**config.mk**
```make
export PLATFORM = sky130hd
export DESIGN_NAME = asg_out
export DESIGN_NICKNAME = d
export VERILOG_FILES = /design/src/verilog/asg_out.sv
export VERILOG_INCLUDE_DIRS = /design/src /design/src/verilog
export SDC_FILE = /design/constraint.sdc
export NUM_CORES = 1
export LEC_CHECK = 0
export BUFFER_PORTS_ARGS = -buffer_cell sky130_fd_sc_hd__buf_2
export CAP_MARGIN = 20
export CORE_AREA = 2 2 144 118
export CTS_BUF_LIST = sky130_fd_sc_hd__clkbuf_2 sky130_fd_sc_hd__clkbuf_4 sky130_fd_sc_hd__clkbuf_8
export DETAILED_ROUTE_END_ITERATION = 8
export DIE_AREA = 0 0 146 120
export GPL_TIMING_DRIVEN = 0
export HOLD_SLACK_MARGIN = 0.02
export PLACE_DENSITY = 0.89
export SYNTH_ARGS = -nofsm -noshare
export SYNTH_HDL_FRONTEND = slang
export SYNTH_SLANG_ARGS = --single-unit
```
**constraint.sdc**
```tcl
create_clock -name clk -period 10.9 [get_ports clk]
set_clock_uncertainty 0.2 [all_clocks]
set_input_delay 0 -clock clk [delete_from_list [all_inputs] [get_ports clk]]
set_output_delay 0 -clock clk [all_outputs]
set_load 0.05 [all_outputs]
```
**src/verilog/asg_defines.svh**
```systemverilog
////////////////////////////////////////////////////////////////////////////
// width macros for the signal generator
// sample, table index, pointer fraction, bus, counters and gain
////////////////////////////////////////////////////////////////////////////

`ifndef ASG_DEFINES_SVH
`define ASG_DEFINES_SVH

`define ASG_DWO 14                      // DAC sample width
`define ASG_CWM 10                      // table index width
`define ASG_CWF 16                      // pointer fraction width
`define ASG_PW  (`ASG_CWM + `ASG_CWF)   // full fixed-point pointer
`define ASG_BAW 8                       // bus address width
`define ASG_BDW 32                      // bus data width
`define ASG_CNW 16                      // burst cycle and repeat counters
`define ASG_GW  16                      // signed gain width
`define ASG_GFW 13                      // gain fraction bits

`endif
```
**src/verilog/asg_out.sv**
```systemverilog
////////////////////////////////////////////////////////////////////////////
// output stage
// signed gain, DC offset, clamp to DAC range, output register
////////////////////////////////////////////////////////////////////////////

`include "asg_defines.svh"

module asg_out (
  input  logic                        clk,
  input  logic                        ctl_rst,
  input  logic signed [`ASG_DWO-1:0]  smp_dat,
  input  logic                        smp_vld,
  input  logic signed [`ASG_GW-1:0]   cfg_gain,   // ASG_GFW fraction bits
  input  logic signed [`ASG_DWO-1:0]  cfg_dcoff,
  output logic signed [`ASG_DWO-1:0]  dac_dat,
  output logic                        dac_vld
);

  localparam int SCW = `ASG_DWO + `ASG_GW - `ASG_GFW;  // scaled width
  localparam logic signed [`ASG_DWO-1:0] DAC_MAX = {1'b0, {(`ASG_DWO-1){1'b1}}};
  localparam logic signed [`ASG_DWO-1:0] DAC_MIN = {1'b1, {(`ASG_DWO-1){1'b0}}};

  logic signed [`ASG_DWO+`ASG_GW-1:0] mul;
  logic signed [SCW-1:0]              scl;   // after the >>> GFW
  logic signed [SCW:0]                sum;   // room for the offset carry
  logic                               ovf;

  assign mul = smp_dat * cfg_gain;
  assign scl = smp_vld ? $signed(mul[`ASG_GFW +: SCW]) : '0;  // idle shows offset only
  assign sum = scl + cfg_dcoff;
  // out of range unless all bits above the DAC sign agree
  assign ovf = |sum[SCW:`ASG_DWO-1] && !(&sum[SCW:`ASG_DWO-1]);

  always_ff @(posedge clk) begin
    if (ctl_rst) begin
      dac_dat <= '0;
      dac_vld <= 1'b0;
    end else begin
      dac_dat <= !ovf ? sum[`ASG_DWO-1:0] : (sum[SCW] ? DAC_MIN : DAC_MAX);
      dac_vld <= smp_vld;
    end
  end

  // full-width sum beyond the DAC range must land on the matching limit
  a_clamp_hi: assert property (@(posedge clk) disable iff (ctl_rst)
    sum > DAC_MAX |=> dac_dat == DAC_MAX);
  a_clamp_lo: assert property (@(posedge clk) disable iff (ctl_rst)
    sum < DAC_MIN |=> dac_dat == DAC_MIN);

endmodule

```
* Word-level counts from Yosys, hierarchy flattened
Cells that the tools add are included.
** Storage, ports and cells
- Output and inout bits :: 15
- Register bits :: 15
- Logic and storage cells :: 11
** Cells by class
- Multiply operators :: 1
- Add/subtract/negate cells :: 1
- Reduce and logical (&&, ||, !) cells :: 4
- Multiplexer cells :: 3
** Operators by type and width (count)
- multiplier 14 x 16 -> 30 bit :: 1
- 2-to-1 mux 14 bit :: 2
- adder 17 x 14 -> 18 bit :: 1
- 2-to-1 mux 17 bit :: 1
- AND reduction 5 bit :: 1
- OR reduction 5 bit :: 1
- logical AND 1 bit :: 1
- logical NOT 1 bit :: 1

* Logic depth before layout (Yosys ltp)
- Depth after elaboration :: 7
- Mapped depth :: 32
- Gate-level depth less buffers :: 30

* Worst setup path after synthesis
OpenSTA, ideal clock, no wires.
- Path kind :: input -> register
- Start point :: in cfg_gain[15]
- End point :: reg dac_dat[2]
- Slack :: 2.865 ns
- Stages on the path :: 28
- Arrival time :: 7.751 ns
- Required time :: 10.615 ns
- Cells stage by stage :: clkbuf_1 > nand2_1 > fa_1 > inv_1 > fa_1 > inv_1 > fa_1 > inv_1 > fa_1 > inv_1 > fa_1 > fa_1 > inv_1 > ha_1 > a21o_1 > or4_1 > a21oi_1 > o21ai_0 > a31oi_1 > o2bb2ai_1 > mux2_2 > ha_1 > or4b_2 > o211ai_1 > a211oi_1 > o31a_1 > buf_6 > o31ai_2
** On the way
- Cells in the longest elaborated chain, start to end :: 7
** RTL lines
- from (decl) :: RTL line asg_out.sv:13 : input logic signed [`ASG_GW-1:0] cfg_gain,
- multiplier 14 x 16 -> 30 bit * :: RTL line asg_out.sv:28 : assign mul = smp_dat * cfg_gain;
- 2-to-1 mux 17 bit * :: RTL line asg_out.sv:29 : assign scl = smp_vld ? $signed(mul[`ASG_GFW +: SCW]) : '0;
- adder 17 x 14 -> 18 bit * :: RTL line asg_out.sv:30 : assign sum = scl + cfg_dcoff;
- AND reduction 5 bit :: RTL line asg_out.sv:32 : assign ovf = |sum[SCW:`ASG_DWO-1] && !(&sum[SCW:`ASG_DWO-1]);
- logical NOT 1 bit :: RTL line asg_out.sv:32
- logical AND 1 bit :: RTL line asg_out.sv:32
- 2-to-1 mux 14 bit * :: RTL line asg_out.sv:39 : dac_dat <= !ovf ? sum[`ASG_DWO-1:0] : (sum[SCW] ? DAC_MIN : DAC_MAX);
- to (signal assigned) :: RTL line asg_out.sv:39
- to (decl) :: RTL line asg_out.sv:15 : output logic signed [`ASG_DWO-1:0] dac_dat,
Mark *: on every way between the ends. The rest lies on a longest branch, timed or not.
A chain may end at the register's enable or synchronous reset.

* Final worst setup path
- Start point :: in smp_dat[2]
- End point :: reg dac_dat[2]
** On the way
- Cells in the longest elaborated chain, start to end :: 7
** RTL lines
- from (decl) :: RTL line asg_out.sv:11 : input logic signed [`ASG_DWO-1:0] smp_dat,
- multiplier 14 x 16 -> 30 bit * :: RTL line asg_out.sv:28
- 2-to-1 mux 17 bit * :: RTL line asg_out.sv:29
- adder 17 x 14 -> 18 bit * :: RTL line asg_out.sv:30
- AND reduction 5 bit :: RTL line asg_out.sv:32
- logical NOT 1 bit :: RTL line asg_out.sv:32
- logical AND 1 bit :: RTL line asg_out.sv:32
- 2-to-1 mux 14 bit * :: RTL line asg_out.sv:39
Marks and branches as above.

==> impl_metrics.csv <==
group,metric,value,unit
outcome,outcome,"complete, no violations",
die,dieArea,0.0175,mm2
synthesis,async_flop_share,0,
route,drtIter0Drc,653,
synthesis,syn-num-nets,1409,
critical_path,cp.required,10.87,ns
die,die_h,120,um
placement,dp.final_hpwl,19200,um
synthesis,ys_seq_area_frac,0.0316,
synthesis,yosysTopAreaCell,"fa_1",
clocking,cts_htree_levels,1,
die,die_w,146,um
synthesis,synth_warnings,0,
route,route.vias.total,7426,
route,first_pass_iters,6,
clocking,clkTransAtPathRegs,0.07,ns
min_path,min_from,"cfg_dcoff[1]",
sta,worst_pin_slew,0.868,ns
final_layout,layout-drive-gt1-share,0.0728,
critical_path,critPathCaptureType,"flop",
critical_path,startpoint_type,"input port",
synthesis,netlist_area,0.00949,mm2
clocking,cts_setup_buffers,0,
clocking,clock-sinks,15,
job,cap_violations,0,
synthesis,yosys.cell_types.count,56,
synthesis,netlist_instances,1058,
grt,antenna_found_initial,0,
sta,slew_violations,0,
grt,grt_pass1_wl,38200,um
grt,overflow,0,
die,num_io_pins,62,
grt,grt_max_degree,11,
grt,grt_usage,0.273,
critical_path,critPathMostFrequentCell,"fa_1",
critical_path,critPathArrivalTime,9.09,ns
placement,place.gp.congestion,0.975,
synthesis,synth-edff-count,0,
min_path,hold_end,"dac_dat[1]",
synthesis,synth.avg_cell_area,8.97,um2
synthesis,ys.flop_type,"dfxtp_1",
sta,relSlewSlack,0.416,
critical_path,cpMaxStageDelayCell,"fa_1",
route,antenna_left,0,
route,wirelength,22500,um
route,wire_per_inst,16.8,um
die,initial_core_util,0.586,
synthesis,synth_top_area_frac,0.462,
sta,rsz0062_at_grt,"no",
min_path,whs_path_depth,4,
synthesis,yosys_register_bits,15,
synthesis,synth_common_cells,"inv_1 (243), fa_1 (219), and2_1 (120)",
clocking,cts_root_buf,"clkbuf_8",
critical_path,worst-path-max-fanout,10,
final_layout,diodes,0,
route,vias_per_cell,5.52,
sta,post-route-min-period,9.12,ns
final_layout,nets,1478,
die,coreArea,0.0162,mm2
synthesis,ys_top_cells_by_area,"fa_1 (46%), ha_1 (11%), inv_1 (9.6%), and2_1 (7.9%), nand2_1 (4.3%)",
final_layout,area_delta_synth_final,6.95,%
sta,post-route-period-util,0.837,
die,row_count,42,
clocking,cts_buffers,3,
synthesis,synth_most_common_cell,"inv_1",
sta,fin_tns_setup,0,ns
critical_path,critical_path.max_stage_delay,0.74,ns
clocking,cts-resized-gates,0,
min_path,hp-class,"in -> reg",
sta,setup_violations,0,
sta,fmax,0.110,GHz
route,drc_errors,0,
critical_path,path_class,"in -> reg",
clocking,cts_hold_buf,3,
clocking,cts.path.max_buffers,2,
grt,grt_pass1_vias,8170,
sta,hold_violations,0,
placement,port_buffers,61,
clocking,cts_tree,"yes",
-- how the worst max path moves through the flow --
stage	start	to	slack, ns	cells after the start
after floorplan	cfg_gain[15]	dac_dat[2]	2.86	28
after global placement	smp_dat[2]	dac_dat[3]	1.87	29
after detailed placement	smp_dat[2]	dac_dat[2]	1.69	29
after CTS	smp_dat[2]	dac_dat[2]	1.91	29
after global routing	smp_dat[2]	dac_dat[2]	1.44	29
final	smp_dat[2]	dac_dat[2]	1.78	29
-- kinds of logic after synthesis --
group	after synthesis	synth area share
buffers and inverters	277	0.110
AND/OR/NAND/NOR	321	0.170
XOR/XNOR	32	0.0295
AO/OA/AOI/OAI	104	0.0784
multiplexers	5	0.00554
flip-flops	15	0.0316
adder cells (fa/ha/maj)	304	0.574
-- through the flow --
step | utilization | instance area, um2 | std cells | worst slack, ns | hold WS (ns)
floorplan | - | 9490 | 1058 | 2.86 | -0.0947
global placement | 0.622 | 10100 | 1339 | 1.87 | 0.105
detailed placement | 0.622 | 10100 | 1339 | 1.69 | 0.109
CTS | 0.627 | 10200 | 1346 | 1.91 | 0.0681
global route | 0.627 | 10200 | 1346 | 1.44 | 0.0876
finish | 0.627 | 10200 | 1346 | 1.78 | 0.0544
-- registers in the layout, summed over array words and instances, names as in the netlist --
register / cells
dac_dat: 14
dac_vld: 1
-- per-layer routing --
metal / global-route usage / up-vias / share of wire
met3: 0.0487 / 49 / 0.095
met2: 0.482 / 348 / 0.50
li1: - / 3325 / -
met1: 0.355 / 3704 / 0.39
met5: 0 / - / 0
met4: 0.0589 / 0 / 0.022
-- cell type report --
type                       instances  area [um2]
tap                              220         275
buffer                            34         136
clock buffer                       4        48.8
inverter                         243         912
timing repair buffer              64         335
fill                            1334        6030
multi-input combinational        766        8140
sequential                        15         300
-- critical path: cells and delay by family --
| kind | cells | cell delay [ns] |
|---|---|---|
| mux | 1 | 0.35 |
| buf+inv | 8 | 1.23 |
| compound gates | 9 | 2.06 |
| simple gates | 3 | 1.36 |
| fa+ha+maj | 8 | 4.08 |
-- placed cells by master, fill, tap and decap left out, types with 3 or more instances in the layout --
cell,instances
and3_1,4
a211oi_1,6
buf_2,62
o31ai_1,3
a21o_1,13
ha_1,85
xnor2_1,24
o21a_1,6
o21ai_1,3
nand2b_1,13
o211ai_1,5
nand3_1,7
fa_1,219
dlygate4sd3_1,3
clkbuf_8,3
a211o_1,3
a21oi_1,23
and2_1,120
nand2_1,109
inv_1,243
dfxtp_1,15
xor2_1,8
clkbuf_1,31
mux2i_1,3
o31ai_2,6
nand4_1,4
nor2_1,46
o21ai_0,16
nor3_1,7
Power is left out: the tool's default activity adds up to more than one toggle a clock period on the data nets, which glitch-free logic cannot reach.
