[src/verilog/asg_defines.svh]
////////////////////////////////////////////////////////////////////////////
// width macros for the signal generator
// sample, table index, pointer fraction, bus, counters and gain
////////////////////////////////////////////////////////////////////////////

`ifndef ASG_DEFINES_SVH
`define ASG_DEFINES_SVH

`define ASG_DWO 14                      // DAC sample width
`define ASG_CWM 10                      // table index width
`define ASG_CWF 16                      // pointer fraction width
`define ASG_PW  (`ASG_CWM + `ASG_CWF)   // full fixed-point pointer
`define ASG_BAW 8                       // bus address width
`define ASG_BDW 32                      // bus data width
`define ASG_CNW 16                      // burst cycle and repeat counters
`define ASG_GW  16                      // signed gain width
`define ASG_GFW 13                      // gain fraction bits

`endif
[src/verilog/asg_reg_pkg.sv]
////////////////////////////////////////////////////////////////////////////
// register map
// word addresses and CTRL command bits
////////////////////////////////////////////////////////////////////////////

`include "asg_defines.svh"

package asg_reg_pkg;

  typedef enum logic [`ASG_BAW-1:0] {
    REG_CTRL   = 8'h00,  // write-only pulses
    REG_TRGSEL = 8'h01,
    REG_SIZE   = 8'h02,
    REG_STEP   = 8'h03,
    REG_OFFS   = 8'h04,
    REG_BURST  = 8'h05,  // [0] enable, [1] infinite
    REG_BCYC   = 8'h06,
    REG_BDLY   = 8'h07,
    REG_BNUM   = 8'h08,
    REG_GAIN   = 8'h09,
    REG_DCOFF  = 8'h0A,
    REG_STATUS = 8'h0B   // read-only FSM state
  } reg_addr_t;

  localparam int CTRL_TRG_BIT = 0;  // software trigger
  localparam int CTRL_CLR_BIT = 1;  // software clear

endpackage

[src/verilog/asg_pkg.sv]
////////////////////////////////////////////////////////////////////////////
// generator types
// burst FSM state and trigger source select
////////////////////////////////////////////////////////////////////////////

package asg_pkg;

  // burst FSM, also read back through REG_STATUS
  typedef enum logic [1:0] {
    ST_IDLE  = 2'd0,  // waiting for trigger
    ST_DATA  = 2'd1,  // streaming table samples
    ST_DELAY = 2'd2   // gap between bursts, valid low
  } asg_state_t;

  // where a start request may come from
  typedef enum logic [1:0] {
    TRG_SW       = 2'd0,  // register write only
    TRG_EXT_RISE = 2'd1,  // ext pin, rising edge
    TRG_EXT_FALL = 2'd2   // ext pin, falling edge
  } trg_src_t;

endpackage

[src/verilog/asg_regs.sv]
////////////////////////////////////////////////////////////////////////////
// register bus decode
// configuration registers, CTRL pulses, table window routing
// and registered read-back mux
////////////////////////////////////////////////////////////////////////////

`include "asg_defines.svh"

module asg_regs import asg_pkg::*, asg_reg_pkg::*; (
  input  logic                        clk,
  input  logic                        ctl_rst,
  input  logic                        bus_ena,    // one access per strobe
  input  logic                        bus_wen,
  input  logic [`ASG_BAW-1:0]         bus_addr,
  input  logic [`ASG_BDW-1:0]         bus_wdata,
  output logic [`ASG_BDW-1:0]         bus_rdata,  // one cycle after strobe
  input  logic [`ASG_DWO-1:0]         tbl_rdata,
  input  asg_state_t                  sts_state,
  output trg_src_t                    trg_sel,
  output logic                        sw_trg,
  output logic                        sw_clr,
  output logic                        tbl_ena,
  output logic                        tbl_wen,
  output logic [`ASG_CWM-1:0]         tbl_addr,
  output logic [`ASG_DWO-1:0]         tbl_wdata,
  output logic [`ASG_PW-1:0]          cfg_size,
  output logic [`ASG_PW-1:0]          cfg_step,
  output logic [`ASG_PW-1:0]          cfg_offs,
  output logic                        cfg_bena,
  output logic                        cfg_binf,
  output logic [`ASG_CNW-1:0]         cfg_bcyc,
  output logic [`ASG_BDW-1:0]         cfg_bdly,
  output logic [`ASG_CNW-1:0]         cfg_bnum,
  output logic signed [`ASG_GW-1:0]   cfg_gain,
  output logic signed [`ASG_DWO-1:0]  cfg_dcoff
);

  logic                tbl_hit;    // 0x80..0xFF window
  logic                reg_wr;
  logic                rd_tbl;     // read selector, one cycle late
  logic [`ASG_BDW-1:0] reg_rdata;

  assign tbl_hit = bus_addr[`ASG_BAW-1];
  assign reg_wr  = bus_ena & bus_wen & ~tbl_hit;

  // table port straight from the bus, index is offset from 0x80
  assign tbl_ena   = bus_ena & tbl_hit;
  assign tbl_wen   = bus_wen;
  assign tbl_addr  = `ASG_CWM'(bus_addr[`ASG_BAW-2:0]);
  assign tbl_wdata = bus_wdata[`ASG_DWO-1:0];

  //////////////////////////////////////////////////////////////////////////
  // config writes
  //////////////////////////////////////////////////////////////////////////

  always_ff @(posedge clk) begin
    if (ctl_rst) begin
      trg_sel   <= TRG_SW;
      cfg_size  <= '0;
      cfg_step  <= '0;
      cfg_offs  <= '0;
      cfg_bena  <= 1'b0;
      cfg_binf  <= 1'b0;
      cfg_bcyc  <= '0;
      cfg_bdly  <= '0;
      cfg_bnum  <= '0;
      cfg_gain  <= '0;
      cfg_dcoff <= '0;
    end else if (reg_wr) begin
      case (bus_addr)
        REG_TRGSEL: trg_sel   <= trg_src_t'(bus_wdata[1:0]);
        REG_SIZE:   cfg_size  <= bus_wdata[`ASG_PW-1:0];
        REG_STEP:   cfg_step  <= bus_wdata[`ASG_PW-1:0];
        REG_OFFS:   cfg_offs  <= bus_wdata[`ASG_PW-1:0];
        REG_BURST: begin
          cfg_bena <= bus_wdata[0];
          cfg_binf <= bus_wdata[1];
        end
        REG_BCYC:   cfg_bcyc  <= bus_wdata[`ASG_CNW-1:0];
        REG_BDLY:   cfg_bdly  <= bus_wdata;
        REG_BNUM:   cfg_bnum  <= bus_wdata[`ASG_CNW-1:0];
        REG_GAIN:   cfg_gain  <= bus_wdata[`ASG_GW-1:0];
        REG_DCOFF:  cfg_dcoff <= bus_wdata[`ASG_DWO-1:0];
        default: ;  // CTRL, STATUS, holes
      endcase
    end
  end

  // CTRL bits become single-cycle pulses, a back-to-back write is dropped
  always_ff @(posedge clk) begin
    if (ctl_rst) begin
      sw_trg <= 1'b0;
      sw_clr <= 1'b0;
    end else begin
      sw_trg <= reg_wr && bus_addr == REG_CTRL && bus_wdata[CTRL_TRG_BIT] && !sw_trg;
      sw_clr <= reg_wr && bus_addr == REG_CTRL && bus_wdata[CTRL_CLR_BIT] && !sw_clr;
    end
  end

  //////////////////////////////////////////////////////////////////////////
  // read-back
  //////////////////////////////////////////////////////////////////////////

  always_ff @(posedge clk) begin
    if (ctl_rst) rd_tbl <= 1'b0;
    else if (bus_ena && !bus_wen) rd_tbl <= tbl_hit;
  end

  always_ff @(posedge clk) begin
    if (bus_ena && !bus_wen) begin
      case (bus_addr)
        REG_TRGSEL: reg_rdata <= `ASG_BDW'(trg_sel);
        REG_SIZE:   reg_rdata <= `ASG_BDW'(cfg_size);
        REG_STEP:   reg_rdata <= `ASG_BDW'(cfg_step);
        REG_OFFS:   reg_rdata <= `ASG_BDW'(cfg_offs);
        REG_BURST:  reg_rdata <= `ASG_BDW'({cfg_binf, cfg_bena});
        REG_BCYC:   reg_rdata <= `ASG_BDW'(cfg_bcyc);
        REG_BDLY:   reg_rdata <= cfg_bdly;
        REG_BNUM:   reg_rdata <= `ASG_BDW'(cfg_bnum);
        REG_GAIN:   reg_rdata <= `ASG_BDW'($unsigned(cfg_gain));    // field bits only
        REG_DCOFF:  reg_rdata <= `ASG_BDW'($unsigned(cfg_dcoff));
        REG_STATUS: reg_rdata <= `ASG_BDW'(sts_state);
        default:    reg_rdata <= '0;
      endcase
    end
  end

  // table data arrives from the core RAM register in the same cycle
  assign bus_rdata = rd_tbl ? `ASG_BDW'(tbl_rdata) : reg_rdata;

  a_sw_trg_pulse: assert property (@(posedge clk) disable iff (ctl_rst) sw_trg |=> !sw_trg);
  a_sw_clr_pulse: assert property (@(posedge clk) disable iff (ctl_rst) sw_clr |=> !sw_clr);

endmodule

[config.mk]
export PLATFORM = sky130hd
export DESIGN_NAME = asg_regs
export DESIGN_NICKNAME = d
export VERILOG_FILES = /design/src/verilog/asg_reg_pkg.sv /design/src/verilog/asg_pkg.sv /design/src/verilog/asg_regs.sv
export VERILOG_INCLUDE_DIRS = /design/src /design/src/verilog
export SDC_FILE = /design/constraint.sdc
export NUM_CORES = 1
export LEC_CHECK = 0
export BUFFER_PORTS_ARGS = -buffer_cell sky130_fd_sc_hd__buf_2
export CAP_MARGIN = 20
export CORE_MARGIN = 2
export CORE_UTILIZATION = 25
export CTS_BUF_LIST = sky130_fd_sc_hd__clkbuf_8 sky130_fd_sc_hd__clkbuf_16
export CTS_CLUSTER_SIZE = 25
export DETAILED_ROUTE_END_ITERATION = 10
export GPL_TIMING_DRIVEN = 0
export MAX_ROUTING_LAYER = met4
export PLACE_DENSITY = 0.44
export SETUP_SLACK_MARGIN = 0.1
export SLEW_MARGIN = 30
export SYNTH_ARGS = -nofsm -noshare
export SYNTH_HDL_FRONTEND = slang
export SYNTH_SLANG_ARGS = --single-unit
export TNS_END_PERCENT = 50
[constraint.sdc]
create_clock -name clk -period 4.3 [get_ports clk]
set_input_delay 0.86 -clock clk [delete_from_list [all_inputs] [get_ports clk]]
set_output_delay 0.86 -clock clk [all_outputs]
set_load 0.1 [all_outputs]
# After elaboration in Yosys (flattened, before gate mapping)
# Index checks and enable logic that the tools add are counted.
[totals]
register_bits = 211
out_inout_bits = 236
wordCells = 52
[op_classes]
eq_ne = 11
n_mux = 2
bitwise_logic = 4
n_reduce_logical = 20
[ops]
columns = ["operator", "count"]
rows = [
  ["case mux 32 bit (11 select lines)", 1],
  ["equality test 8 x 3 -> 1 bit (second input constant)", 4],
  ["equality test 8 x 4 -> 1 bit (second input constant)", 4],
  ["2-to-1 mux 32 bit", 1],
  ["AND reduction 2 bit", 10],
  ["equality test 8 x 2 -> 1 bit (second input constant)", 2],
  ["equality test 8 x 1 -> 1 bit (second input constant)", 1],
  ["zero test 8 bit", 1],
  ["logical AND 1 bit", 6],
  ["AND 1 bit", 3],
  ["zero test 1 bit", 3],
  ["NOT 1 bit", 1],
]

# Logic depth before layout (Yosys ltp)
[depth]
word_depth = 5
depth_mapped = 8

# Least setup slack after synthesis
# OpenSTA, ideal clock, no wires.
[synth_path]
path_type = "input to register"
start = "input bus_wen"
end = "register rd_tbl"
setup_time_ps = 128
arrival_time_ps = 2720
slack_ps = 1452
path_stages = 3
n_path_buf = 0
cell_sequence = "nor2b_1 > mux2i_1 > nor2_1"
[synth_via]
elab_chain_cells = 2
[synth_rtl]
columns = ["item", "line", "text"]
rows = [
  ["from (decl)", "asg_regs.sv:13", "input logic bus_wen,"],
  ["zero test 1 bit", "asg_regs.sv:106", "else if (bus_ena && !bus_wen) rd_tbl <= tbl_hit;"],
  ["logical AND 1 bit", "asg_regs.sv:106", ""],
  ["to (signal assigned)", "asg_regs.sv:106", ""],
  ["to (decl)", "asg_regs.sv:40", "logic rd_tbl;"],
]
# Every way passes these cells.
# A chain may end at the register's enable or synchronous reset.

# Final worst setup path
[layout_path]
start = "input bus_addr[1]"
end = "register reg_rdata[3] (data pin)"
[layout_via]
elab_chain_cells = 2
elab_cells_between_ends = 12
[layout_rtl]
columns = ["item", "line", "text"]
rows = [
  ["from (decl)", "asg_regs.sv:14", "input logic [`ASG_BAW-1:0] bus_addr,"],
  ["equality test 8 x 4 -> 1 bit, or another cell as far along", "asg_regs.sv:111", "case (bus_addr)"],
  ["case mux 32 bit (11 select lines) *", "asg_regs.sv:111", ""],
  ["to (signal assigned)", "asg_regs.sv:112", "REG_TRGSEL: reg_rdata <= `ASG_BDW'(trg_sel);"],
  ["to (signal assigned)", "asg_regs.sv:113", "REG_SIZE: reg_rdata <= `ASG_BDW'(cfg_size);"],
  ["to (signal assigned)", "asg_regs.sv:114", "REG_STEP: reg_rdata <= `ASG_BDW'(cfg_step);"],
  ["to (decl)", "asg_regs.sv:41", "logic [`ASG_BDW-1:0] reg_rdata;"],
]
# Every way passes the cells marked *; elsewhere a longest branch is shown, timed or not.

==> flow_summary_export.csv <==
group,metric,value,unit
synth,synth-simple-area-share,19.4,%
timing,timing.final.ws_setup,0.796,ns
timing,finalCriticalPeriod,3.50,ns
die,num_rows,71,
global_routing,largest_net_degree_at_the_start_of_global_routing,20,
route,first_pass_iters,6,
timing,report.final.setup_viol,0,
clock_network,cts_tree,"done",
placement,io_buffer_count,278,
synth,synthDistinctLibCells,53,
timing,rsz0062_at_grt,"no",
min_path,hold_path.class,"register to register",
clock_network,clock_pin_slew_worst_setup_and_hold_paths,0.06,ns
global_routing,via_count_of_the_first_global_routing_pass,9416,
clock_network,max-clock-path-buffers,3,
worst_setup_path,critPathRequiredTime,4.56,ns
pwr,p_sw,0.00135,W
timing,timing.setup.tns,0,ns
worst_setup_path,end_kind,"register",
job,timing.max_cap.violations,0,
clock_network,htreeDepth,1,
route,wl_per_cell,25.0,um
route,detail_route.drc_violations,0,
placement,post_dp_cell_area,0.0117,mm^2
synth,postSynthCellCount,1102,
pwr,p_leak,5.03,nW
pwr,clkPwrFrac,45.6,%
timing,worst_hold_slack,0.437,ns
synth,synth_xor_xnor_area_share,0,%
die,placeableCoreArea,0.0377,mm^2
clock_network,cts_setup_buffers,0,
worst_setup_path,worstSetupPathType,"primary input to register",
timing,pins_over_slew_limit,0,
worst_setup_path,critical_path.cell_chain,"buf_2 > clkbuf_1 > buf_1 > clkbuf_1 > o21ai_0 > o211ai_1 > o211ai_1",
pwr,power_density,375,mW/mm^2
timing,hold_vio_cnt_final,0,
timing,timing.slew.headroom,28.0,%
clock_network,cts_root_buffer,"sky130_fd_sc_hd__clkbuf_16",
synth,ys_seq_area_share,47.5,%
pwr,switching_share,28.8,%
finish,syn2layout_area_growth,30.9,%
timing,maxClockFrequency,0.285,GHz
timing,finalCritPeriodShare,81.5,%
die,start_util,25.4,%
placement,place.detailed.hpwl,35600,um
die,die-area,0.0398,mm^2
pwr,seqPwrFrac,42.9,%
synth,synth_warnings,0,
global_routing,global_route_wire_length_before_repair,67500,um
route,vias,9915,
clock_network,clock-sinks,211,
finish,final.fill_count,4114,
pwr,int_power,0.00334,W
route,drt_iter0_drc,896,
clock_network,tritoncts_buffers,26,
synth,synth.mux.area_fraction,9.38,%
synth,dominantRegCellSynth,"sky130_fd_sc_hd__dfxtp_1",
worst_setup_path,cp_data_arrival_time,3.77,ns
min_path,hold_path_depth,1,
synth,fraction_of_registers_with_async_set_or_reset_after_synthesis,0,%
finish,post_layout_inst_area,0.0125,mm^2
synth,synth_adder_area_share,0,%
synth,number_of_synthesized_register_bits,211,
global_routing,number_of_antenna_violations_at_the_first_check_in_global_routing,1,
die,ports_placed_on_the_boundary,296,
pwr,power_frac_comb,11.4,%
finish,nets,1472,
route,detail-route-antenna-nets,0,
global_routing,grt.total_usage,24.3,%
pwr,max-vdd-ir-drop,258,uV
synth,synth_compound_gate_area_share,17.4,%
worst_setup_path,cpMaxStageDelayCell,"sky130_fd_sc_hd__buf_1",
outcome,status,"completed",
route,routed_via_density,5.10,
placement,finalWeightedCongestion,0.904,
pwr,p_total,0.00469,W
clock_network,clk_latency,0.55,ns
global_routing,globalRoute.totalOverflow,0,
die,dieHeight,200,um
worst_setup_path,crit_path_max_fanout,10,
worst_setup_path,cp-start-kind,"primary input",
finish,drive_above_1_share,27.0,%
timing,timing.clock.skew,0.0120,ns
worst_setup_path,timing.critical_path.slowest_cell_delay,0.81,ns
timing,tightestPinTransition,1.08,ns
clock_network,cts_resized,0,
synth,syn_area_per_cell,8.68,um^2
clock_network,holdBufCountCts,0,
worst_setup_path,r2r.worst_path.cells,4,
route,route.final.wire_length,48600,um
die,die_width,200,um
synth,synth_enable_flop_cells,32,
synth,syn_area,0.00956,mm^2
placement,dp_worst_setup_slack,0.400,ns
synth,largest_family_of_logic_cells_by_synthesized_area,"simple AND/OR/NAND/NOR gates",
==> kinds of logic (layout without fill, tap and decap cells) <==
family	count (synthesis)	count (layout)
buffers and inverters	133	461
AO/OA/AOI/OAI	280	280
multiplexers	84	84
AND/OR/NAND/NOR	393	393
other	1	4
flip-flops	211	211
==> cells in the mapped netlist (3+ instances only) <==
cell,n,share of area [%]
sky130_fd_sc_hd__nand4_1,7,0.46
sky130_fd_sc_hd__or3_1,4,0.26
sky130_fd_sc_hd__mux2_2,25,2.9
sky130_fd_sc_hd__a22oi_1,26,2.0
sky130_fd_sc_hd__a211o_1,3,0.27
sky130_fd_sc_hd__o211ai_1,8,0.63
sky130_fd_sc_hd__nand2b_1,6,0.39
sky130_fd_sc_hd__nor2b_1,27,1.8
sky130_fd_sc_hd__nand3b_1,6,0.47
sky130_fd_sc_hd__and3_1,4,0.26
sky130_fd_sc_hd__nand2_1,163,6.4
sky130_fd_sc_hd__nand3_1,94,4.9
sky130_fd_sc_hd__a221o_1,11,1.2
sky130_fd_sc_hd__edfxtp_1,32,10
sky130_fd_sc_hd__a21oi_1,142,7.4
sky130_fd_sc_hd__o32a_1,3,0.31
sky130_fd_sc_hd__mux2i_1,57,6.0
sky130_fd_sc_hd__o22ai_1,6,0.39
sky130_fd_sc_hd__o21ai_0,57,3.0
sky130_fd_sc_hd__nor4_1,6,0.39
sky130_fd_sc_hd__nor2_1,54,2.1
sky130_fd_sc_hd__nor3_1,4,0.21
sky130_fd_sc_hd__buf_4,27,2.1
sky130_fd_sc_hd__and2_1,8,0.52
sky130_fd_sc_hd__buf_1,8,0.31
sky130_fd_sc_hd__clkbuf_1,91,3.6
sky130_fd_sc_hd__a22o_1,5,0.46
sky130_fd_sc_hd__dfxtp_1,179,37
sky130_fd_sc_hd__buf_2,4,0.21
==> layout make-up <==
| type | instances | area, um^2 | share of cell area [%] |
|---|---|---|---|
| multi-input cells | 760 | 4450 | 35.5 |
| inverters | 3 | 11.3 | 0.0900 |
| repair buffers | 280 | 1450 | 11.6 |
| diodes | 1 | 2.50 | 0.0200 |
| well taps | 511 | 639 | 5.11 |
| clock inverters | 15 | 71.3 | 0.570 |
| clock buffers | 33 | 758 | 6.06 |
| plain buffers | 130 | 596 | 4.76 |
| flip-flops and latches | 211 | 4540 | 36.3 |
==> power groups by stage <==
| stage | sequential, W | clock (W) | combinational (W) |
|---|---|---|---|
| after CTS | 0.00202 | 0.00216 | 0.000535 |
| after floorplan | 0.00206 | 0 | 0.000362 |
| after global routing | 0.00202 | 0.00225 | 0.000553 |
| after detailed placement | 0.00206 | 0 | 0.000534 |
| after global placement | 0.00206 | 0 | 0.000526 |
| final | 0.00202 | 0.00214 | 0.000537 |
==> cell usage in the layout, fill, tap and decap left out, types with 26 or more instances in the layout <==
master	instances
sky130_fd_sc_hd__o21ai_0	57
sky130_fd_sc_hd__nand2_1	163
sky130_fd_sc_hd__a22oi_1	26
sky130_fd_sc_hd__mux2i_1	57
sky130_fd_sc_hd__buf_4	27
sky130_fd_sc_hd__nor2_1	54
sky130_fd_sc_hd__a21oi_1	142
sky130_fd_sc_hd__edfxtp_1	32
sky130_fd_sc_hd__clkbuf_1	91
sky130_fd_sc_hd__nor2b_1	26
sky130_fd_sc_hd__nand3_1	94
sky130_fd_sc_hd__clkbuf_16	27
sky130_fd_sc_hd__buf_2	283
sky130_fd_sc_hd__dfxtp_1	179
==> flip-flops by register name, summed over array words and instances, names as in the netlist, 2 cells and up <==
name,cells
cfg_bdly,32
reg_rdata,32
cfg_offs,26
cfg_size,26
cfg_step,26
cfg_bcyc,16
cfg_bnum,16
cfg_gain,16
cfg_dcoff,14
trg_sel,2
==> per-layer routing <==
layer  routed length [um]  up-vias  share of wire (%)  global-route usage (%)
met3                 4840      103                 10                    6.08
met1                20700     4793                 43                    31.6
li1                     -     4513                  -                       -
met4                 1860        0                3.8                    9.36
met5                    0        -                  0                       -
met2                21200      506                 44                    36.3
==> per-stage QoR <==
| step | instances | util [%] |
|---|---|---|
| 2_1_floorplan | 1104 | - |
| 3_3_place_gp | 1893 | 30.8 |
| 3_5_place_dp | 1895 | 31.0 |
| 4_1_cts | 1943 | 33.2 |
| 5_1_grt | 1944 | 33.2 |
| 6_report | 1944 | 33.2 |
==> final timing paths <==
check | slack (ns) | endpoint | startpoint
max | 0.80 | reg_rdata[3]$_DFFE_PP_ | bus_addr[1]
min | 0.44 | sw_clr$_SDFF_PP0_ | sw_clr$_SDFF_PP0_
max reg2reg | 2.68 | reg_rdata[1]$_DFFE_PP_ | cfg_offs[1]$_SDFFE_PP0P_
min reg2reg | 0.44 | sw_clr$_SDFF_PP0_ | sw_clr$_SDFF_PP0_
==> worst max-delay path: cells and delay by family <==
family / cells / cell delay [ns]
compound gates: 3 / 0.74
buf+inv: 4 / 2.15
Power figures use the tool's default switching activity.
