===== config.mk =====
export PLATFORM = sky130hd
export DESIGN_NAME = asg_trig
export DESIGN_NICKNAME = d
export VERILOG_FILES = /design/src/verilog/asg_pkg.sv /design/src/verilog/asg_trig.sv
export SDC_FILE = /design/constraint.sdc
export NUM_CORES = 1
export LEC_CHECK = 0
export CAP_MARGIN = 25
export CORE_AREA = 3 3 40 42
export DETAILED_ROUTE_END_ITERATION = 12
export DIE_AREA = 0 0 43 45
export DONT_BUFFER_PORTS = 1
export GPL_TIMING_DRIVEN = 0
export SLEW_MARGIN = 40
export SYNTH_ARGS = -nofsm -noshare
export SYNTH_HDL_FRONTEND = slang
export SYNTH_SLANG_ARGS = --single-unit
export TNS_END_PERCENT = 50

===== constraint.sdc =====
create_clock -name clk -period 1.4 [get_ports clk]
set_input_delay 0.14 -clock clk [delete_from_list [all_inputs] [get_ports clk]]
set_output_delay 0.14 -clock clk [all_outputs]
set_load 0.02 [all_outputs]

===== src/verilog/asg_pkg.sv =====
////////////////////////////////////////////////////////////////////////////
// generator types
// burst FSM state and trigger source select
////////////////////////////////////////////////////////////////////////////

package asg_pkg;

  // burst FSM, also read back through REG_STATUS
  typedef enum logic [1:0] {
    ST_IDLE  = 2'd0,  // waiting for trigger
    ST_DATA  = 2'd1,  // streaming table samples
    ST_DELAY = 2'd2   // gap between bursts, valid low
  } asg_state_t;

  // where a start request may come from
  typedef enum logic [1:0] {
    TRG_SW       = 2'd0,  // register write only
    TRG_EXT_RISE = 2'd1,  // ext pin, rising edge
    TRG_EXT_FALL = 2'd2   // ext pin, falling edge
  } trg_src_t;

endpackage


===== src/verilog/asg_trig.sv =====
////////////////////////////////////////////////////////////////////////////
// trigger conditioning
// ext pin synchroniser, edge select, merge with software trigger
////////////////////////////////////////////////////////////////////////////

module asg_trig import asg_pkg::*; (
  input  logic     clk,
  input  logic     ctl_rst,
  input  logic     ext_trg,   // async pin
  input  trg_src_t trg_sel,
  input  logic     sw_trg,    // already a pulse
  output logic     trg        // single-cycle start request
);

  logic [1:0] ext_sync;  // two-flop synchroniser
  logic       ext_prev;  // synced level, one cycle older
  logic       ext_edge;  // selected edge, registered
  logic       trg_q;

  always_ff @(posedge clk) begin
    if (ctl_rst) begin
      ext_sync <= '0;
      ext_prev <= 1'b0;
      ext_edge <= 1'b0;
      trg_q    <= 1'b0;
    end else begin
      ext_sync <= {ext_sync[0], ext_trg};
      ext_prev <= ext_sync[1];
      case (trg_sel)
        TRG_EXT_RISE: ext_edge <= ext_sync[1] & ~ext_prev;
        TRG_EXT_FALL: ext_edge <= ~ext_sync[1] & ext_prev;
        default:      ext_edge <= 1'b0;  // pin masked in sw mode
      endcase
      trg_q <= trg;
    end
  end

  // sw path is combinational, adjacent requests collapse to one
  assign trg = (sw_trg | ext_edge) & ~trg_q;

  a_trg_pulse: assert property (@(posedge clk) disable iff (ctl_rst) trg |=> !trg);

endmodule


Yosys cells after proc, flatten, opt, wreduce, memory -nomap -nowiden
Index checks and enable logic that the tools add are counted.
- bits in registers: 5
- input port bits: 6
- output and inout bits: 1
- logic and storage cells: 14
- equal/unequal tests: 2
- multiplexer cells: 1
- bitwise gates (word level): 7
- operators by type and width (cell ; count):
    $and 1x1->1 ; 3
    $not 1->1 ; 3
    $eq 2x1->1 const B ; 1
    $eq 2x2->1 const B ; 1
    $pmux 1 s2 ; 1
    $or 1x1->1 ; 1

Longest topological paths before layout
Gate-level depths: netlist (run 1).
- depth after elaboration: 3
- gate-level depth with buffers: 4
- gate-level depth less buffers: 4

Worst setup path before layout (run 1)
No wires, ideal clock.
- kind: flip-flop to output port
- from: register ext_edge
- to: output trg
- arrival: 0.612 ns
- data required time: 1.260 ns
- slack: 0.648 ns
- stages on the path, launching flop included: 3
- path through: dfxtp_1 -> nor2_1 -> nor2_1
- cells in the longest elaborated chain, start to end: 2
- RTL lines (element ; line ; source):
    start, declared ; asg_trig.sv:17 ; logic ext_edge;
    start signal, assigned ; asg_trig.sv:30 ; TRG_EXT_RISE: ext_edge <= ext_sync[1] & ~ext_prev;
    start signal, assigned ; asg_trig.sv:31 ; TRG_EXT_FALL: ext_edge <= ~ext_sync[1] & ext_prev;
    $or 1x1->1 ; asg_trig.sv:39 ; assign trg = (sw_trg | ext_edge) & ~trg_q;
    $and 1x1->1 ; asg_trig.sv:39 ;
    end, declared ; asg_trig.sv:12 ; output logic trg
Every way passes these cells.

Final worst setup path (run 1)
Ends and elaborated chain as after synthesis.

==> flow_metrics.env, run 1 <==
export IMPL_slew_headroom_pct=74.6
export IMPL_num_io_pins=7
export IMPL_synthArstFlopShare_pct=0
export IMPL_drive_above_1_share_pct=21.7
export IMPL_cp_common_cell="nor2_1"
export IMPL_clockBufferDepth=2
export IMPL_yosysMostFrequentCell="dfxtp_1"
export IMPL_ys_ff_latch=5
export IMPL_timing_fmax_ghz=0.971
export IMPL_cp_start_kind="flip-flop"
export IMPL_dieWidth_um=43
export IMPL_grt_pass1_vias=153
export IMPL_critPathArrivalTime_ps=890
export IMPL_run_status="finished, final reports clean"
export IMPL_dp_cells=33
export IMPL_drv_cap=0
export IMPL_yosysTopAreaCell="dfxtp_1"
export IMPL_power_switching_uw=67.3
export IMPL_final_area_sq_um=259
export IMPL_fin_skew_ps=1.44
export IMPL_pwr_density_cell_nw_per_um2=1290
export IMPL_initial_core_util_pct=15.9
export IMPL_final_cells=38
export IMPL_antenna_found_initial=0
export IMPL_p_sw_share_pct=20.2
export IMPL_grt_pass1_wl_um=593
export IMPL_dp_hpwl_um=228
export IMPL_tightest_slew_ps=379
export IMPL_p_leak_nw=0.130
export IMPL_whs_ps=31.9
export IMPL_synth_edff_count=0
export IMPL_numClockSinks=5
export IMPL_rows=13
export IMPL_die_height_um=45
export IMPL_drt_initial_drc_count=2
export IMPL_area_delta_synth_final_pct=27.0
export IMPL_synth_flop_cell="dfxtp_1"
export IMPL_grt_remaining_overflow=0
export IMPL_min_period_over_period_pct=73.6
export IMPL_ctsResizeCount=0
export IMPL_path_clk_slew_ps=40
export IMPL_setup_violations=0
export IMPL_hold_start="ext_trg"
export IMPL_pwr_share_clk_pct=48.3
export IMPL_cts_root_buffer_cell="clkbuf_4"
export IMPL_cts_buffers=3
export IMPL_finalHoldViolations=0
export IMPL_avgViaCountPerCell=3.55
export IMPL_final_nets=32
export IMPL_port_buffers=0
export IMPL_cts_setup_buffers=0
export IMPL_syn_avg_cell_area_sq_um=11.3
export IMPL_num_vias=135
export IMPL_crit_type="reg -> out"
export IMPL_endpoint_kind="primary output"
export IMPL_grt_max_degree=6
export IMPL_track_usage_pct=5.09
export IMPL_synth_common_cells="5 x dfxtp_1, 3 x nor2b_1, 2 x ha_1, 2 x inv_1, 2 x nor2_1"
export IMPL_worstSetupStartpoint="ext_edge"
export IMPL_p_int_uw=266
export IMPL_cp_slowest_cell="dfxtp_1"
export IMPL_dieArea_sq_um=1940
export IMPL_postPlaceCellArea_sq_um=223
export IMPL_pwr_share_seq_pct=45.3
export IMPL_wl_per_cell_um=7.53
export IMPL_comb_power_share_pct=6.4
export IMPL_synthCells=18
export IMPL_crit_fanout=2
export IMPL_cts_htree_levels=1
export IMPL_final_max_slew_viol_count=0
export IMPL_min_period_ps=1030
export IMPL_required_ps=1260
export IMPL_clock_latency_ps=240
export IMPL_coreArea_sq_um=1280
export IMPL_netlist_area_sq_um=204
export IMPL_drcViolationCount=0
export IMPL_cts_tree="done"
export IMPL_place_gp_congestion=0.591
export IMPL_diodes=0
export IMPL_cts_hold_buf=1
export IMPL_fin_tns_setup_ps=0
export IMPL_rsz0062_at_grt="false"
export IMPL_ir_drop_mv=0.541
export IMPL_syn_nets=26
export IMPL_yosysWarningCount=0
export IMPL_yosys_cell_types_count=9
export IMPL_routed_wl_um=286
export IMPL_yosysSeqAreaShare_pct=49.1
export IMPL_crit_chain="nor2_1 > nor2_1"
export IMPL_synth_area_leaders="dfxtp_1 49%, ha_1 12%, nand3b_4 9.8%, nor2b_1 9.2%, a211oi_2 6.1%"
export IMPL_max_stage_delay_ps=300
export IMPL_worstHoldPathType="in -> reg"
export IMPL_ant_nets=0
export IMPL_dr_pass1_iters=2
export IMPL_synth_top_area_share_pct=49.1
export IMPL_regToRegStartpoint="ext_prev"
## area by class of cell
class                      instances  area, sq um
multi-input combinational         11         96.3
tap                               15         18.8
sequential                         5          100
clock buffer                       4         26.3
inverter                           2         7.51
timing repair buffer               1         10.0
fill                             150         1030
## sequential cells by signal (all words and copies together) (netlist names)
register	flops
ext_sync	2
trg_q	1
ext_edge	1
ext_prev	1
## path summary, 6_finish.rpt
check | to | slack, ps | depth (start not counted)
worst min register to register | trg_q | 420 | 1
worst max-delay path | trg | 370 | 2
worst max register to register | ext_edge | 660 | 2
worst min-delay path | ext_sync[0] | 30 | 1
## power by group through the flow
stage / registers [mW] / clock network [mW] / logic, mW
after global routing: 0.151 / 0.192 / 0.0241
final: 0.151 / 0.161 / 0.0212
after CTS: 0.151 / 0.170 / 0.0218
after floorplan: 0.153 / 0 / 0.0156
after detailed placement: 0.153 / 0 / 0.0173
after global placement: 0.153 / 0 / 0.0172
## layout by cell type (no fill, tap or decap)
cell type,instances
nor2b_1,3
nor2_1,2
dlygate4sd3_1,1
dfxtp_1,5
nand3b_1,1
inv_1,2
clkbuf_1,1
clkbuf_4,3
a211oi_2,1
nor3_1,1
nand3b_4,1
ha_1,2
## stage by stage
| stage | utilization (%) | power, mW | worst slack (ps) |
|---|---|---|---|
| 2_1_floorplan | - | 0.169 | 648 |
| 3_3_place_gp | 17.3 | 0.171 | 619 |
| 3_5_place_dp | 17.3 | 0.171 | 619 |
| 4_1_cts | 20.2 | 0.343 | 356 |
| 5_1_grt | 20.2 | 0.367 | 303 |
| 6_report | 20.2 | 0.333 | 370 |
## logic make-up (layout without fill, tap and decap cells)
| kind of cell | count (synthesis) | in the layout | share of synthesized area (%) |
|---|---|---|---|
| AND/OR/NAND/NOR | 8 | 8 | 28.8 |
| adder cells (fa/ha/maj) | 2 | 2 | 12.3 |
| AO/OA/AOI/OAI | 1 | 1 | 6.13 |
| flip-flops | 5 | 5 | 49.1 |
| buffers and inverters | 2 | 7 | 3.68 |
## critical path, delay by kind of cell, from the launching register on
| kind | cells | cell delay, ps |
|---|---|---|
| DFF | 1 | 300 |
| and+or+nand+nor | 2 | 350 |
## routing by layer
metal / vias to the layer above / GRT usage [%] / routed length [um]
met3: 0 / 7.97 / 56
met5: - / 0 / 0
met4: 0 / 3.61 / 0
met2: 7 / 5.99 / 119
met1: 58 / 3.63 / 110
li1: 70 / - / -
Note: power is estimated with default switching activity, not from simulation.
==> run 2, diff against run 1 <==
ABC_AREA = 1   (was default)
clock period = 0.9 ns   (was 1.4 ns; I/O delays follow)
==> run 2 against run 1 <==
  * Worst setup slack got worse by 310 ps
  * Non-clock buffer count rose by 1
  * Clock-buffer cell count did not move
  * Total power rose by 60%
  * Via count rose by 16%
  * Sequential cell count did not move
  * Critical path type unchanged
  * Core utilization rose by 1.6 points
  * Highest routed layer unchanged
  * Critical endpoint unchanged
==> flow_metrics.env, run 2 <==
export IMPL_r2r_setup_slack_ps=230
export IMPL_drt_initial_drc_count=0
export IMPL_avgViaCountPerCell=3.39
export IMPL_regToRegStartpoint="ext_sync[1]"
export IMPL_yosysWarningCount=0
export IMPL_synth_edff_count=0
export IMPL_final_area_sq_um=279
export IMPL_p_leak_nw=0.132
export IMPL_clockBufferDepth=2
export IMPL_final_nets=40
export IMPL_final_max_slew_viol_count=0
export IMPL_grt_remaining_overflow=0
export IMPL_cts_htree_levels=1
export IMPL_required_ps=810
export IMPL_yosys_area_share_simple_pct=22.8
export IMPL_antenna_found_initial=0
export IMPL_diodes=0
export IMPL_preCtsSetupSlack_ps=153
export IMPL_slew_headroom_pct=86.0
export IMPL_initial_core_util_pct=15.4
export IMPL_dieArea_sq_um=1940
export IMPL_drv_cap=0
export IMPL_numClockSinks=5
export IMPL_drcViolationCount=0
export IMPL_min_period_over_period_pct=93.6
export IMPL_crit_type="reg -> out"
export IMPL_synthXorXnorAreaFrac_pct=0
export IMPL_endpoint_kind="primary output"
export IMPL_grt_pass1_vias=158
export IMPL_critPathArrivalTime_ps=750
export IMPL_ant_nets=0
export IMPL_multi_input_area_sq_um=90.1
export IMPL_synth_common_cells="6 x inv_1, 6 x nor2_1, 5 x dfxtp_1"
export IMPL_synthCells=25
export IMPL_num_io_pins=7
export IMPL_ys_ff_latch=5
export IMPL_cp_start_kind="flip-flop"
export IMPL_setup_violations=0
export IMPL_min_period_ps=842
export IMPL_synth_compound_area_share_pct=2.53
export IMPL_syn_avg_cell_area_sq_um=7.91
export IMPL_path_clk_slew_ps=40
export IMPL_synthArstFlopShare_pct=0
export IMPL_crit_fanout=2
export IMPL_layout_common_cells="6 x inv_1, 4 x nor2_1, 4 x dfxtp_1"
export IMPL_fin_tns_setup_ps=0
export IMPL_cts_root_buffer_cell="clkbuf_4"
export IMPL_worstSetupStartpoint="ext_edge"
export IMPL_grt_max_degree=6
export IMPL_tightest_slew_ps=209
export IMPL_post_synth_mux_area_share_pct=0
export IMPL_worstHoldPathType="in -> reg"
export IMPL_final_common_cell="inv_1"
export IMPL_r2r_end="ext_edge"
export IMPL_seq_area_sq_um=101
export IMPL_syn_nets=33
export IMPL_cts_buffers=3
export IMPL_dr_pass1_iters=1
export IMPL_rsz0062_at_grt="false"
export IMPL_yosysTopAreaCell="dfxtp_1"
export IMPL_setup_worst_path_end="trg"
export IMPL_port_buffers=0
export IMPL_track_usage_pct=4.66
export IMPL_yosysSeqAreaShare_pct=50.6
export IMPL_ir_drop_mv=0.592
export IMPL_postPlaceCellArea_sq_um=216
export IMPL_finalHoldViolations=0
export IMPL_cts_tree="done"
export IMPL_die_height_um=45
export IMPL_worst_slack_ps=57.7
export IMPL_netlist_area_sq_um=198
export IMPL_area_delta_synth_final_pct=41.1
export IMPL_yosys_cell_types_count=8
export IMPL_fin_skew_ps=0.766
export IMPL_coreArea_sq_um=1280
export IMPL_regMostFlops="ext_sync"
export IMPL_routed_wl_um=334
export IMPL_ff2ff_path_depth=3
export IMPL_num_vias=156
export IMPL_cts_setup_buffers=0
export IMPL_dp_hpwl_um=253
export IMPL_synth_area_leaders="dfxtp_1 51%, ha_1 13%, inv_1 11%, nor2_1 11%, nand2_1 5.7%"
export IMPL_synth_top_family_by_area="simple AND/OR/NAND/NOR gates"
export IMPL_place_gp_congestion=0.654
export IMPL_grt_pass1_wl_um=579
export IMPL_rows=13
export IMPL_pwr_density_cell_nw_per_um2=1910
export IMPL_synthAdderAreaFrac_pct=12.7
export IMPL_nFillCells=140
export IMPL_clock_latency_ps=240
export IMPL_run_status="finished, final reports clean"
export IMPL_wl_per_cell_um=7.26
export IMPL_synth_flop_cell="dfxtp_1"
export IMPL_timing_fmax_ghz=1.19
export IMPL_dieWidth_um=43
export IMPL_drive_above_1_share_pct=22.6
export IMPL_largest_reg_flops=2
export IMPL_synth_top_area_share_pct=50.6
run 2: cell types whose count changed in the layout (fill, tap and decap cells not counted), moves of 2 or more:
cell and delta:
inv_1 +4, nand2_1 +3, nor2_1 +2, nor2_4 +2, nor2b_1 -3
run 2: kinds of logic after synthesis:
logic type / Yosys count
compound gates: 1
fa+ha+maj: 2
flops: 5
buf+inv: 6
simple gates: 11
run 2: critical path, cell delays in order (launching register included):
cell and delay (ps):
dfxtp_2 330, nor2_4 50, nor2_4 140
run 2: cell type report:
cell class	instances	share of cell area [%]
clock buffer	4	9.42
inverter	6	8.07
multi-input combinational	14	32.3
sequential	5	36.3
tap	15	6.73
timing repair buffer	2	7.17
run 2: report_power, final:
part           switching [mW]  internal [mW]  leakage [nW]
Sequential            0.00488          0.232        0.0416
Clock                  0.0849          0.167        0.0150
Combinational          0.0236         0.0198        0.0758
run 2: metal layers:
| metal | part of all wire (%) | vias to the layer above | global-route usage (%) |
|---|---|---|---|
| met4 | 0 | 0 | 3.61 |
| li1 | - | 83 | - |
| met5 | 0 | - | 0 |
| met1 | 41 | 66 | 3.61 |
| met3 | 13 | 0 | 5.18 |
| met2 | 46 | 7 | 6.59 |
run 2: worst min path at each step:
stage | endpoint | startpoint | depth (start not counted)
floorplan | ext_sync[0] | ctl_rst | 1
global placement | ext_sync[1] | ctl_rst | 1
detailed placement | ext_sync[1] | ctl_rst | 1
CTS | trg_q | sw_trg | 2
global route | trg_q | sw_trg | 2
finish | trg_q | sw_trg | 2
run 2: repair_timing:
item,CTS,global route
gates resized for setup,3,2
hold buffers,2,0
pin swaps,1,1
endpoints found under the setup margin,1,1
endpoints found under the hold margin,5,0
run 2: per-stage QoR:
step	hold WS [ps]	total power, mW	util (%)	cells
finish	45.2	0.532	21.7	46
global route	52.5	0.576	21.7	46
CTS	51.4	0.542	21.2	46
detailed placement	164	0.268	16.8	40
global placement	162	0.267	16.8	40
floorplan	161	0.263	-	25
==> run 3, diff against run 2 <==
ABC_CLOCK_PERIOD_IN_PS = 900   (was default)
GPL_TIMING_DRIVEN = 1   (was 0)
==> run 3 against run 2 <==
  * The run now ends with setup timing left
  * Largest power group unchanged
  * Clock power rose by 2%
  * Sequential power barely moved
  * Total power rose by 4.2%
  * Critical path depth rose by 1
==> flow_metrics.env, run 3 (synthesized netlist as in run 2, its figures left out) <==
export IMPL_run_status="complete, but fails checks"
export IMPL_violations="setup timing"
export IMPL_critPathArrivalTime_ps=830
export IMPL_hold_start="trg_sel[1]"
export IMPL_largest_reg_flops=2
export IMPL_grt_max_degree=6
export IMPL_final_cells=50
export IMPL_ir_drop_mv=0.779
export IMPL_num_io_pins=7
export IMPL_crit_fanout=2
export IMPL_dr_pass1_iters=4
export IMPL_ant_nets=0
export IMPL_track_usage_pct=4.33
export IMPL_routed_wl_um=378
export IMPL_p_leak_nw=0.151
export IMPL_grt_pass1_vias=165
export IMPL_layout_common_cells="6 x inv_1, 4 x nor2_1, 4 x dfxtp_1"
export IMPL_grt_remaining_overflow=0
export IMPL_cts_tree="done"
export IMPL_clockBufferDepth=2
export IMPL_timing_fmax_ghz=1.09
export IMPL_dp_hpwl_um=256
export IMPL_cts_htree_levels=1
export IMPL_final_common_cell="inv_1"
export IMPL_dp_cells=41
export IMPL_r2r_setup_slack_ps=0
export IMPL_tightest_slew_ps=219
export IMPL_diodes=0
export IMPL_wl_per_cell_um=7.56
export IMPL_rows=13
export IMPL_multi_input_area_sq_um=85.1
export IMPL_worst_slack_ps=-17.6
export IMPL_cp_start_kind="flip-flop"
export IMPL_slew_headroom_pct=85.3
export IMPL_setup_violations=2
export IMPL_regToRegStartpoint="ext_edge"
export IMPL_initial_core_util_pct=15.4
export IMPL_dieArea_sq_um=1940
export IMPL_seq_area_sq_um=101
export IMPL_rsz0062_at_grt="true"
export IMPL_num_vias=176
export IMPL_coreArea_sq_um=1280
export IMPL_endpoint_kind="primary output"
export IMPL_regMostFlops="ext_sync"
export IMPL_dieWidth_um=43
export IMPL_finalHoldViolations=0
export IMPL_drive_above_1_share_pct=31.4
export IMPL_numClockSinks=5
export IMPL_final_max_slew_viol_count=0
export IMPL_worstSetupStartpoint="ext_edge"
export IMPL_die_height_um=45
export IMPL_cts_root_buffer_cell="clkbuf_4"
export IMPL_required_ps=810
export IMPL_worstHoldPathType="in -> reg"
export IMPL_drcViolationCount=0
export IMPL_min_period_ps=918
export IMPL_final_nets=44
export IMPL_path_clk_slew_ps=40
export IMPL_crit_type="reg -> out"
export IMPL_drt_initial_drc_count=3
export IMPL_nFillCells=139
export IMPL_avgViaCountPerCell=3.52
export IMPL_clock_latency_ps=240
export IMPL_area_delta_synth_final_pct=55.7
export IMPL_fin_util_pct=24.0
export IMPL_port_buffers=0
export IMPL_fin_skew_ps=1.48
export IMPL_pwr_density_cell_nw_per_um2=1800
export IMPL_place_gp_congestion=0.619
export IMPL_drv_cap=0
export IMPL_grt_pass1_wl_um=552
export IMPL_power_uw=554
export IMPL_min_period_over_period_pct=102
export IMPL_cts_buffers=3
export IMPL_antenna_found_initial=0
run 3: cell count changes in the layout (fill, tap and decap cells not counted), sizes merged:
| cell | change |
|---|---|
| buf | +4 |
run 3: timing repair:
item                                   in CTS  in global routing
setup buffers                               3                  0
pin swaps                                   2                  1
endpoints found under the hold margin       5                  0
gates resized for setup                     2                  3
hold buffers                                2                  0
gates cloned                                0                  0
setup endpoints to repair                   1                  2
run 3: routing by layer:
| metal | global-route usage (%) | share of wire, % | vias up |
|---|---|---|---|
| met2 | 6.29 | 46 | 8 |
| met4 | 1.81 | 0 | 0 |
| met3 | 4.78 | 14 | 0 |
| li1 | - | - | 91 |
| met5 | 0 | 0 | - |
| met1 | 3.86 | 40 | 77 |
run 3: stage by stage:
| step | hold WS, ps | TNS (ps) | instance area (sq um) | setup slack [ps] |
|---|---|---|---|---|
| floorplan | 161 | 0 | 198 | 198 |
| global route | 143 | -89.7 | 308 | -56.4 |
| CTS | 116 | -35.3 | 297 | -35.3 |
| detailed placement | 164 | 0 | 224 | 191 |
| global placement | 163 | 0 | 224 | 201 |
| finish | 114 | -20.1 | 308 | -17.6 |
run 3: report_power, final:
| group | total, mW | internal [mW] | leakage, nW | switching, mW |
|---|---|---|---|---|
| Sequential | 0.236 | 0.232 | 0.0416 | 0.00405 |
| Clock | 0.258 | 0.168 | 0.0150 | 0.0905 |
| Combinational | 0.0606 | 0.0345 | 0.0945 | 0.0261 |
run 3: area by class of cell:
class	instances	area share (%)
clock buffers	4	8.54
inverters	6	7.32
multi-input cells	14	27.6
flip-flops and latches	5	32.9
well taps	15	6.10
repair buffers	6	17.5
run 3: worst paths after layout:
| check | endpoint | cells past startpoint |
|---|---|---|
| worst min register to register | ext_sync[1] | 2 |
| worst min-delay path | ext_edge | 4 |
| worst max register to register | trg_q | 5 |
| worst max-delay path | trg | 3 |
run 3: worst max-delay path, cell delays in order (launching register included):
cell,delay [ps]
dfxtp_2,330
nor2_4,40
nor2_2,90
buf_6,120
